## config.mk

```make
export PLATFORM = sky130hd
export DESIGN_NAME = io_platform
export DESIGN_NICKNAME = d
export VERILOG_FILES = /design/src/source/io_pkg.sv /design/src/source/io_apb_fabric.sv /design/src/source/io_gpio.sv /design/src/source/io_platform.sv /design/src/source/io_timer.sv
export SDC_FILE = /design/constraint.sdc
export NUM_CORES = 1
export LEC_CHECK = 0
export CORE_UTILIZATION = 65
export DETAILED_ROUTE_END_ITERATION = 10
export DONT_BUFFER_PORTS = 1
export GPL_TIMING_DRIVEN = 0
export PLACE_DENSITY = 0.81
export SLEW_MARGIN = 20
export SYNTH_ARGS = -nofsm -noshare
export SYNTH_HDL_FRONTEND = slang
export SYNTH_SLANG_ARGS = --single-unit
```

## constraint.sdc

```tcl
create_clock -name aclk -period 7.83 [get_ports aclk]
set_input_delay 0.3915 -clock aclk [delete_from_list [all_inputs] [get_ports aclk]]
set_output_delay 0.3915 -clock aclk [all_outputs]
set_load 0.01 [all_outputs]
```

## src/source/io_pkg.sv

```systemverilog
// IO platform shared definitions
// Bus types, address map, register offsets and state encodings

`default_nettype none

package io_pkg;

    //////////////////////////////////////////////////////////////////////
    // Bus types
    //////////////////////////////////////////////////////////////////////

    localparam int XLEN = 32;

    typedef logic [7:0]        addr_t;
    typedef logic [XLEN-1:0]   data_t;
    typedef logic [XLEN/8-1:0] strb_t;

    // One transfer as forwarded by the fabric
    typedef struct packed {
        addr_t addr;
        logic  write;
        data_t wdata;
        strb_t strb;
    } apb_req_t;

    // One completer response
    typedef struct packed {
        data_t rdata;
        logic  ready;
        logic  err;
    } apb_rsp_t;

    //////////////////////////////////////////////////////////////////////
    // Address map and register offsets
    //////////////////////////////////////////////////////////////////////

    localparam addr_t gpio_base  = 8'd0;
    localparam addr_t gpio_size  = 8'd8;
    localparam addr_t timer_base = 8'd8;
    localparam addr_t timer_size = 8'd16;

    typedef enum logic [1:0] {sel_gpio, sel_timer, sel_none} slave_sel_e;

    typedef enum addr_t {
        gpio_out_reg = 8'd0,
        gpio_in_reg  = 8'd4
    } gpio_reg_e;

    // Offsets relative to timer_base
    typedef enum addr_t {
        mtime_lo    = 8'd0,
        mtime_hi    = 8'd4,
        mtimecmp_lo = 8'd8,
        mtimecmp_hi = 8'd12
    } timer_reg_e;

    typedef enum logic {idle, wait_state} timer_state_e;

    // Byte lane merge under write strobes
    function automatic data_t apply_strb(data_t old_val, data_t new_val, strb_t strb);
        data_t result;
        result = old_val;
        for (int i = 0; i < XLEN/8; i++) begin
            if (strb[i]) begin
                result[i*8 +: 8] = new_val[i*8 +: 8];
            end
        end
        return result;
    endfunction

endpackage

`default_nettype wire

```

## src/source/io_apb_fabric.sv

```systemverilog
// APB fabric for the IO platform
// Decodes the address, steers the select and returns the target's response

`default_nettype none

module io_apb_fabric
    import io_pkg::*;
(
    // External APB completer port
    input  logic     psel,
    input  logic     penable,
    input  addr_t    paddr,
    input  logic     pwrite,
    input  data_t    pwdata,
    input  strb_t    pstrb,
    output data_t    prdata,
    output logic     pready,
    output logic     pslverr,
    // Peripheral side
    output apb_req_t req,
    output logic     gpio_sel,
    output logic     timer_sel,
    output logic     enable,
    input  apb_rsp_t gpio_rsp,
    input  apb_rsp_t timer_rsp
);

    slave_sel_e target;
    addr_t      gpio_offs;
    addr_t      timer_offs;
    apb_rsp_t   rsp_mux;

    //////////////////////////////////////////////////////////////////////
    // Address decode
    //////////////////////////////////////////////////////////////////////

    // Offsets wrap on underflow, so one compare per window suffices
    assign gpio_offs  = paddr - gpio_base;
    assign timer_offs = paddr - timer_base;

    always_comb begin
        if (gpio_offs < gpio_size) begin
            target = sel_gpio;
        end else if (timer_offs < timer_size) begin
            target = sel_timer;
        end else begin
            target = sel_none;
        end
    end

    // Same request goes to both peripherals
    assign req.addr  = paddr;
    assign req.write = pwrite;
    assign req.wdata = pwdata;
    assign req.strb  = pstrb;

    assign gpio_sel  = psel && (target == sel_gpio);
    assign timer_sel = psel && (target == sel_timer);
    assign enable    = penable;

    //////////////////////////////////////////////////////////////////////
    // Response combine
    //////////////////////////////////////////////////////////////////////

    always_comb begin
        case (target)
            sel_gpio:  rsp_mux = gpio_rsp;
            sel_timer: rsp_mux = timer_rsp;
            default: begin
                // Unmapped, complete at once with an error
                rsp_mux.rdata = '0;
                rsp_mux.ready = psel && penable;
                rsp_mux.err   = psel && penable;
            end
        endcase
    end

    assign prdata  = rsp_mux.rdata;
    assign pready  = rsp_mux.ready;
    assign pslverr = rsp_mux.err;

endmodule

`default_nettype wire

```

## src/source/io_gpio.sv

```systemverilog
// GPIO peripheral
// Byte-writable output register and a sampled input port

`default_nettype none

module io_gpio
    import io_pkg::*;
#(
    parameter int GPIO_W = 32
)(
    input  logic              aclk,
    input  logic              reset,
    input  logic              sel,
    input  logic              enable,
    input  apb_req_t          req,
    output apb_rsp_t          rsp,
    input  logic [GPIO_W-1:0] gpio_in,
    output logic [GPIO_W-1:0] gpio_out
);

    addr_t             offset;
    addr_t             reg_sel;
    logic              access;
    logic              out_wr;
    logic              in_wr;
    logic [GPIO_W-1:0] gpio_out_q;
    logic [GPIO_W-1:0] gpio_in_q;
    data_t             out_ext;
    data_t             out_next;
    data_t             rd_value;

    assign offset  = req.addr - gpio_base;
    // Word aligned register select
    assign reg_sel = offset & ~addr_t'(3);
    assign access  = sel && enable;
    assign out_wr  = access && req.write && (reg_sel == gpio_out_reg);
    assign in_wr   = access && req.write && (reg_sel == gpio_in_reg);

    //////////////////////////////////////////////////////////////////////
    // Registers
    //////////////////////////////////////////////////////////////////////

    assign out_ext  = data_t'(gpio_out_q);
    assign out_next = apply_strb(out_ext, req.wdata, req.strb);

    always_ff @(posedge aclk) begin
        if (reset) begin
            gpio_out_q <= '0;
        end else if (out_wr) begin
            gpio_out_q <= out_next[GPIO_W-1:0];
        end
    end

    // Input sampled every cycle
    always_ff @(posedge aclk) begin
        gpio_in_q <= gpio_in;
    end

    assign gpio_out = gpio_out_q;

    //////////////////////////////////////////////////////////////////////
    // Response, completes in the first access cycle
    //////////////////////////////////////////////////////////////////////

    always_comb begin
        case (reg_sel)
            gpio_out_reg: rd_value = out_ext;
            gpio_in_reg:  rd_value = data_t'(gpio_in_q);
            default:      rd_value = '0;
        endcase
    end

    assign rsp.rdata = (access && !req.write) ? rd_value : '0;
    assign rsp.ready = access;
    assign rsp.err   = in_wr;

endmodule

`default_nettype wire

```

## src/source/io_platform.sv

```systemverilog
// IO platform top level
// APB fabric in front of the GPIO and machine timer peripherals

`default_nettype none

module io_platform
    import io_pkg::*;
#(
    parameter int GPIO_W          = 32,
    parameter int RTC_SYNC_STAGES = 2
)(
    input  logic              aclk,
    input  logic              reset,
    // APB completer port
    input  logic              psel,
    input  logic              penable,
    input  addr_t             paddr,
    input  logic              pwrite,
    input  data_t             pwdata,
    input  strb_t             pstrb,
    output data_t             prdata,
    output logic              pready,
    output logic              pslverr,
    // Real-time reference clock
    input  logic              rtc,
    // GPIO pins
    input  logic [GPIO_W-1:0] gpio_in,
    output logic [GPIO_W-1:0] gpio_out,
    output logic              timer_irq
);

    apb_req_t req;
    apb_rsp_t gpio_rsp;
    apb_rsp_t timer_rsp;
    logic     gpio_sel;
    logic     timer_sel;
    logic     enable;

    ///////////////////////////////////////////////////////////////////////
    // Instances
    ///////////////////////////////////////////////////////////////////////

    io_apb_fabric fabric (
        .psel      (psel),
        .penable   (penable),
        .paddr     (paddr),
        .pwrite    (pwrite),
        .pwdata    (pwdata),
        .pstrb     (pstrb),
        .prdata    (prdata),
        .pready    (pready),
        .pslverr   (pslverr),
        .req       (req),
        .gpio_sel  (gpio_sel),
        .timer_sel (timer_sel),
        .enable    (enable),
        .gpio_rsp  (gpio_rsp),
        .timer_rsp (timer_rsp)
    );

    io_gpio #(
        .GPIO_W (GPIO_W)
    ) gpio (
        .aclk     (aclk),
        .reset    (reset),
        .sel      (gpio_sel),
        .enable   (enable),
        .req      (req),
        .rsp      (gpio_rsp),
        .gpio_in  (gpio_in),
        .gpio_out (gpio_out)
    );

    io_timer #(
        .RTC_SYNC_STAGES (RTC_SYNC_STAGES)
    ) timer (
        .aclk      (aclk),
        .reset     (reset),
        .sel       (timer_sel),
        .enable    (enable),
        .req       (req),
        .rsp       (timer_rsp),
        .rtc       (rtc),
        .timer_irq (timer_irq)
    );

endmodule

`default_nettype wire

```

## src/source/io_timer.sv

```systemverilog
// Machine timer peripheral
// Counts rtc rising edges into mtime and flags mtime >= mtimecmp

`default_nettype none

module io_timer
    import io_pkg::*;
#(
    parameter int RTC_SYNC_STAGES = 2
)(
    input  logic     aclk,
    input  logic     reset,
    input  logic     sel,
    input  logic     enable,
    input  apb_req_t req,
    output apb_rsp_t rsp,
    input  logic     rtc,
    output logic     timer_irq
);

    logic [RTC_SYNC_STAGES-1:0] rtc_sync;
    logic                       rtc_last;
    logic                       rtc_rise;

    logic [63:0]  mtime;
    logic [63:0]  mtimecmp;

    timer_state_e state;
    addr_t        offset;
    addr_t        reg_sel;
    logic         access;
    logic         wr_en;
    data_t        rd_value;
    data_t        rdata_q;

    //////////////////////////////////////////////////////////////////////
    // rtc synchronizer and edge detect
    //////////////////////////////////////////////////////////////////////

    always_ff @(posedge aclk) begin
        if (reset) begin
            rtc_sync <= '0;
            rtc_last <= 1'b0;
        end else begin
            rtc_sync <= {rtc_sync[RTC_SYNC_STAGES-2:0], rtc};
            rtc_last <= rtc_sync[RTC_SYNC_STAGES-1];
        end
    end

    assign rtc_rise = rtc_sync[RTC_SYNC_STAGES-1] && !rtc_last;

    //////////////////////////////////////////////////////////////////////
    // Access FSM with one wait state
    //////////////////////////////////////////////////////////////////////

    assign offset  = req.addr - timer_base;
    assign reg_sel = offset & ~addr_t'(3);
    assign access  = sel && enable;

    // Write lands in the completing cycle
    assign wr_en = access && req.write && (state == wait_state);

    always_ff @(posedge aclk) begin
        if (reset) begin
            state <= idle;
        end else begin
            case (state)
                idle:       if (access) state <= wait_state;
                wait_state: state <= idle;
                default:    state <= idle;
            endcase
        end
    end

    always_comb begin
        case (reg_sel)
            mtime_lo:    rd_value = mtime[31:0];
            mtime_hi:    rd_value = mtime[63:32];
            mtimecmp_lo: rd_value = mtimecmp[31:0];
            mtimecmp_hi: rd_value = mtimecmp[63:32];
            default:     rd_value = '0;
        endcase
    end

    // Read data captured at the end of the first access cycle
    always_ff @(posedge aclk) begin
        if (access && state == idle) begin
            rdata_q <= req.write ? '0 : rd_value;
        end
    end

    assign rsp.rdata = rdata_q;
    assign rsp.ready = access && (state == wait_state);
    assign rsp.err   = 1'b0;

    //////////////////////////////////////////////////////////////////////
    // Counter and compare registers
    //////////////////////////////////////////////////////////////////////

    always_ff @(posedge aclk) begin
        if (reset) begin
            mtime    <= '0;
            mtimecmp <= '1;
        end else begin
            // A write to mtime wins over the increment
            if (wr_en && reg_sel == mtime_lo) begin
                mtime[31:0] <= apply_strb(mtime[31:0], req.wdata, req.strb);
            end else if (wr_en && reg_sel == mtime_hi) begin
                mtime[63:32] <= apply_strb(mtime[63:32], req.wdata, req.strb);
            end else if (rtc_rise) begin
                mtime <= mtime + 64'd1;
            end

            if (wr_en && reg_sel == mtimecmp_lo) begin
                mtimecmp[31:0] <= apply_strb(mtimecmp[31:0], req.wdata, req.strb);
            end
            if (wr_en && reg_sel == mtimecmp_hi) begin
                mtimecmp[63:32] <= apply_strb(mtimecmp[63:32], req.wdata, req.strb);
            end
        end
    end

    assign timer_irq = (mtime >= mtimecmp);

endmodule

`default_nettype wire

```

== After elaboration in Yosys (flattened, before gate mapping) ==
Index checks and enable logic that the tools add are counted.

* Register bits after elaboration: 228
* Input port bits: 82
* Output and inout port bits: 67
* Word-level logic and storage cells: 107

* Add/sub/neg operators: 2
* $lt $le $gt $ge: 3
* Equality and inequality tests: 14
* Muxes and demuxes: 16
* Bitwise operators: 2
* Reductions and logical operators: 45

{| class="wikitable"
|+ Operators with widths
! cell !! number
|-
| $mux W32 || 4
|-
| $pmux W32 S4 || 1
|-
| $pmux W34 S2 || 1
|-
| $add A64 B1 Y64 const B || 1
|-
| $ge A64 B64 Y1 || 1
|-
| $mux W64 || 1
|-
| $pmux W32 S2 || 1
|-
| $mux W8 || 4
|-
| $reduce_and A2 Y1 || 12
|-
| $reduce_and A3 Y1 || 8
|-
| $logic_and A1 B1 Y1 || 18
|-
| $logic_not A8 Y1 || 2
|-
| $ne A2 B2 Y1 const B || 8
|-
| $eq A6 B1 Y1 const B || 2
|-
| $eq A6 B2 Y1 const B || 2
|-
| $lt A8 B4 Y1 const B || 1
|-
| $lt A8 B5 Y1 const B || 1
|-
| $sub A8 B4 Y8 const B || 1
|-
| $mux W2 || 2
|-
| $reduce_bool A2 Y1 || 2
|-
| $eq A2 B1 Y1 const B || 1
|-
| $logic_not A1 Y1 || 2
|-
| $logic_not A2 Y1 || 1
|-
| $ne A2 B1 Y1 const B || 1
|-
| 3 further kinds || 4
|}

== Logic depth before layout (Yosys ltp) ==
* Depth after elaboration: 12
* Mapped depth: 13
* Depth with buffers taken out: 8

== By module ==
A second synthesis with hierarchy kept.

* Cell total of the unflattened synthesis: 1655
* Area total of the unflattened synthesis: 13862.0 um2

{| class="wikitable"
|+ Modules (own cells, without submodules)
! module !! times used !! cells each !! area an instance (um2) !! sequential area each (um2)
|-
| io_timer || 1 || 1239 || 10286.1 || 3603.5
|-
| io_gpio || 1 || 314 || 2737.6 || 1281.2
|-
| io_apb_fabric || 1 || 102 || 838.3 || 0.0
|}

== Worst setup path after synthesis ==
OpenSTA, ideal clock, no wires.

* Path type: input-to-reg
* Start: input port paddr[3]
* End: register timer.rdata_q[0], enable pin
* Library setup time: 0.421 ns
* Data arrival time: 3.285 ns
* Required time: 7.409 ns
* Path slack: 4.124 ns
* Stages: 9
* Buffers on the path: 3
* Path through: buf_2 > clkbuf_1 > inv_1 > ha_1 > nor2b_1 > and4_1 > clkbuf_1 > nand2_1 > nor2_1

* Longest elaborated chain between the ends: 8
* Elaborated cells between the ends (all ways): 9
* Classes of those cells: add/sub (1); order compare (2); eq/ne (1); mux (2); reduce/logical (3)

{| class="wikitable"
|+ Ends and longest elaborated chain
! element !! RTL line !! RTL
|-
| from (decl) || io_platform.sv:17 || <nowiki>input addr_t paddr,</nowiki>
|-
| $sub A8 B4 Y8 || io_apb_fabric.sv:39 || <nowiki>assign timer_offs = paddr - timer_base;</nowiki>
|-
| $lt A8 B5 Y1 || io_apb_fabric.sv:44 || <nowiki>end else if (timer_offs < timer_size) begin</nowiki>
|-
| $mux W2 || io_apb_fabric.sv:44 ||
|-
| $mux W2 * || io_apb_fabric.sv:42 || <nowiki>if (gpio_offs < gpio_size) begin</nowiki>
|-
| $eq A2 B1 Y1 * || io_apb_fabric.sv:58 || <nowiki>assign timer_sel = psel && (target == sel_timer);</nowiki>
|-
| $logic_and A1 B1 Y1 * || io_apb_fabric.sv:58 ||
|-
| $logic_and A1 B1 Y1 * || io_timer.sv:58 || <nowiki>assign access = sel && enable;</nowiki>
|-
| $logic_and A1 B1 Y1 * || io_timer.sv:87 || <nowiki>if (access && state == idle) begin</nowiki>
|-
| to (signal assigned) || io_timer.sv:88 || <nowiki>rdata_q <= req.write ? '0 : rd_value;</nowiki>
|-
| to (decl) || io_timer.sv:34 || <nowiki>data_t rdata_q;</nowiki>
|}

Mark *: on every way between the ends. The rest lies on a longest branch, timed or not.
A chain may end at the register's enable or synchronous reset.

== Worst setup path after layout ==
* Start: input port paddr[3]
* End: output port prdata[14]

* Longest elaborated chain between the ends: 10
* Elaborated cells between the ends (all ways): 15
* Classes of those cells: add/sub (1); order compare (2); eq/ne (2); mux (5); reduce/logical (5)

{| class="wikitable"
|+ Ends and longest elaborated chain
! element !! RTL line !! RTL
|-
| $sub A8 B4 Y8 || io_apb_fabric.sv:39 ||
|-
| $lt A8 B5 Y1 || io_apb_fabric.sv:44 ||
|-
| $mux W2 || io_apb_fabric.sv:44 ||
|-
| $mux W2 || io_apb_fabric.sv:42 ||
|-
| $logic_not A2 Y1 || io_apb_fabric.sv:57, io_apb_fabric.sv:66 ||
|-
| $logic_and A1 B1 Y1 || io_apb_fabric.sv:57 || <nowiki>assign gpio_sel = psel && (target == sel_gpio);</nowiki>
|-
| $logic_and A1 B1 Y1 || io_gpio.sv:35 || <nowiki>assign access = sel && enable;</nowiki>
|-
| $logic_and A1 B1 Y1 || io_gpio.sv:73 || <nowiki>assign rsp.rdata = (access && !req.write) ? rd_value : '0;</nowiki>
|-
| $mux W32 || io_gpio.sv:73 ||
|-
| $pmux W34 S2 * || io_apb_fabric.sv:66 || <nowiki>case (target)</nowiki>
|-
| to (decl) || io_platform.sv:21 || <nowiki>output data_t prdata,</nowiki>
|}

Marks and branches as above.

==> metrics <==
Crit path arrival time 3.53 ns; Num CTS Buffers 24; layout cells sized above 1 6.54%; # rows 51; RR Startpoint timer.mtime[1]; fmax 0.255 GHz; DIE AREA 20,500 um2; pre-CTS setup slack 3.85 ns; FF-to-FF End timer.mtime[60]; Starting DRT DRC Count 2,119; count of cell types in the netlist 73; vias in the first global route 12,500; Final HPWL DP 35,700 um; Syn Area/Cell 8.24 um2; 1st-pass router iterations 8; VDD IR-drop max 0.000161 V; Mapped Nets 1,722; Worst Setup End Kind primary output; Worst Reg-to-Reg Cells 8; dpl cell area 13,300 um2; Req. time, crit path 7.44 ns; Internal 1900 uW; Critical path origin paddr[3]; filler cell count 1,451; share of synthesized registers carrying an async set or reset 0%; root buffer cell clkbuf_16; switch share 24.8%; Largest regs timer.mtime: 64 flops, timer.mtimecmp: 64 flops; IO Pins 149; CTS tree built; Cell Count, Final, Fillers Out 1,916; htree depth 1; most numerous cell in the Yosys netlist nand2_1; antenna-violating nets left 0; Synth area leader dfxtp_1; Slew Viols, Final 0; Synth top area share 30.2%; top_reg_cell synth dfxtp_1; post-DR wirelength/cell 25.9 um; leakage 0.00581 uW; first-pass GRT wire length 72,800 um; Synth Register Bits 228; Final Cycle Share 50.0%; area growth from synthesis to layout 11.5%; crit-path max cell delay 0.45 ns; critical path endpoint prdata[14]; Mapped Cells 1,574; Startpoint Class primary input; ANT cells 0; I/O Buffers 0; Total Nets Final 1,781; post-route setup TNS 0 ns; Design Area, Final 14,500 um2; placed insts 1,840; total number of vias 13,400; core area 19,500 um2; Min-Delay Path Class primary input to flip-flop; failing checks hold timing; Worst-path clk slew 0.06 ns; Max-cap violations 0; combinational share of power 5.5%; DRC 0; Pwr Density 175 nW/um2; Buf/Inv on CP 5; CTS Buffer Depth 3; RSZ-0062 raised after global routing no; Critical Path Fanout Max 10; final hold violation count 2; skew final 0.0105 ns; critical path class primary input to primary output; Rel. slew slack 25.3%; part of the power in the clock network 47.1%; Synth area leaders dfxtp_1 (30%), edfxtp_1 (7.4%), nand2_1 (6.9%), ha_1 (6.4%), nand3_1 (5.0%); top post-synthesis cells by count nand2_1 (239), dfxtp_1 (196), nand3_1 (129); Sequential Power Share 47.4%; PostCTS Resize Cnt 0; fin crit period 3.92 ns; Cell Area, Synth 13,000 um2; gr ovfl total 0; NetSw 627 uW; min-delay src pwdata[1]; Detailed Route WL 49,500 um; reg2reg setup slack 4.63 ns; CP most frequent cell clkbuf_1; Initial Utilization 66.5%; Synth warnings 0; Die Y 143 um; total clock sinks 228; vias per cell 6.99; Post-synth EDFFs 32; final worst setup slack 3.91 ns; gr usage total 47.7%; Seq/Total Area, Yosys 37.6%; Least-Margin Pin Slew 1.12 ns; Levels on crit path 10; CP Cell Sequence buf_2, clkbuf_1, inv_1, ha_1, nor2b_1, and4_1, clkbuf_1, clkbuf_1, nand2_1, o21ai_0; largest net degree at the start of global routing 18; CP max-delay cell clkbuf_1; status finished, violations left; CP top delay family buffers and inverters; clk_lat worst skew 0.53 ns; Die X-Extent 143 um; worst hold margin -0.00191 ns; GPL Wtd Cong 1.01; endpoints failing setup 0; initial antenna violation count 0
layout by cell type, fill, tap and decap left out, drive strengths merged, types with 15 or more instances in the layout:
| cell | instances |
|---|---|
| nand2 | 239 |
| dfxtp | 196 |
| nand3 | 129 |
| clkbuf | 116 |
| a21oi | 112 |
| o21ai | 103 |
| inv | 83 |
| nor2 | 77 |
| ha | 66 |
| a21o | 40 |
| nand4 | 37 |
| mux2i | 36 |
| o211ai | 33 |
| dlygate4sd3 | 32 |
| edfxtp | 32 |
| a222oi | 24 |
| mux2 | 21 |
| buf | 20 |
| and3 | 18 |
| and4 | 16 |
| nor3 | 16 |
| nor4 | 16 |
| or3 | 15 |
| a31oi | 15 |
area by class of cell:
cell class	count	area [um2]	area share, %
Multi-Input combinational cell	1161	7390	51.1
Sequential cell	228	4880	33.7
Tap cell	265	332	2.29
Inverter	80	300	2.07
Timing Repair Buffer	33	335	2.32
Clock buffer	30	686	4.74
Clock inverter	14	133	0.916
Buffer	105	413	2.85
stage by stage:
| step | hold slack (ns) | utilization (%) | power (uW) |
|---|---|---|---|
| floorplan | 0.414 | - | 1300 |
| global placement | 0.419 | 68.2 | 1340 |
| detailed placement | 0.419 | 68.3 | 1340 |
| CTS | 0.00340 | 74.1 | 2500 |
| global route | 0.00801 | 74.1 | 2570 |
| finish | -0.00191 | 74.1 | 2530 |
how the worst min path moves through the flow:
| stage | end | slack, ns | depth (start not counted) |
|---|---|---|---|
| after floorplan | timer.rtc_sync[1] | 0.41 | 1 |
| after global placement | gpio.gpio_in_q[18] | 0.42 | 0 |
| after detailed placement | gpio.gpio_in_q[18] | 0.42 | 0 |
| after CTS | timer.mtimecmp[33] | 0.003 | 2 |
| after global routing | timer.mtimecmp[38] | 0.008 | 2 |
| final | timer.mtimecmp[33] | -0.002 | 2 |
power by group through the flow:
| stage | sequential (uW) | combinational, uW | clock [uW] |
|---|---|---|---|
| global placement | 1230 | 114 | 0 |
| detailed placement | 1230 | 117 | 0 |
| floorplan | 1220 | 79.6 | 0 |
| global route | 1200 | 145 | 1230 |
| finish | 1200 | 140 | 1190 |
| CTS | 1200 | 131 | 1170 |
cells by family after synthesis:
kind of cell	count (synthesis)	share of synthesized area [%]
adder cells (fa/ha/maj)	66	6.36
multiplexers	65	5.99
buffers and inverters	185	5.50
flip-flops	228	37.6
AND/OR/NAND/NOR	626	24.3
AO/OA/AOI/OAI	402	20.1
XOR/XNOR	2	0.135
layer usage:
metal	share of wire [%]	up-vias	global-route usage, %
met2	43	1105	72.6
met1	37	6183	61.4
met4	5.7	0	25.9
met5	0	-	0
met3	15	202	13.1
li1	-	5906	-
timing repair:
item	4_1_cts	5_1_grt
hold buffers	32	0
endpoints found under the hold margin	32	0
buffers inserted	0	0
(Power assumes the default switching activity.)
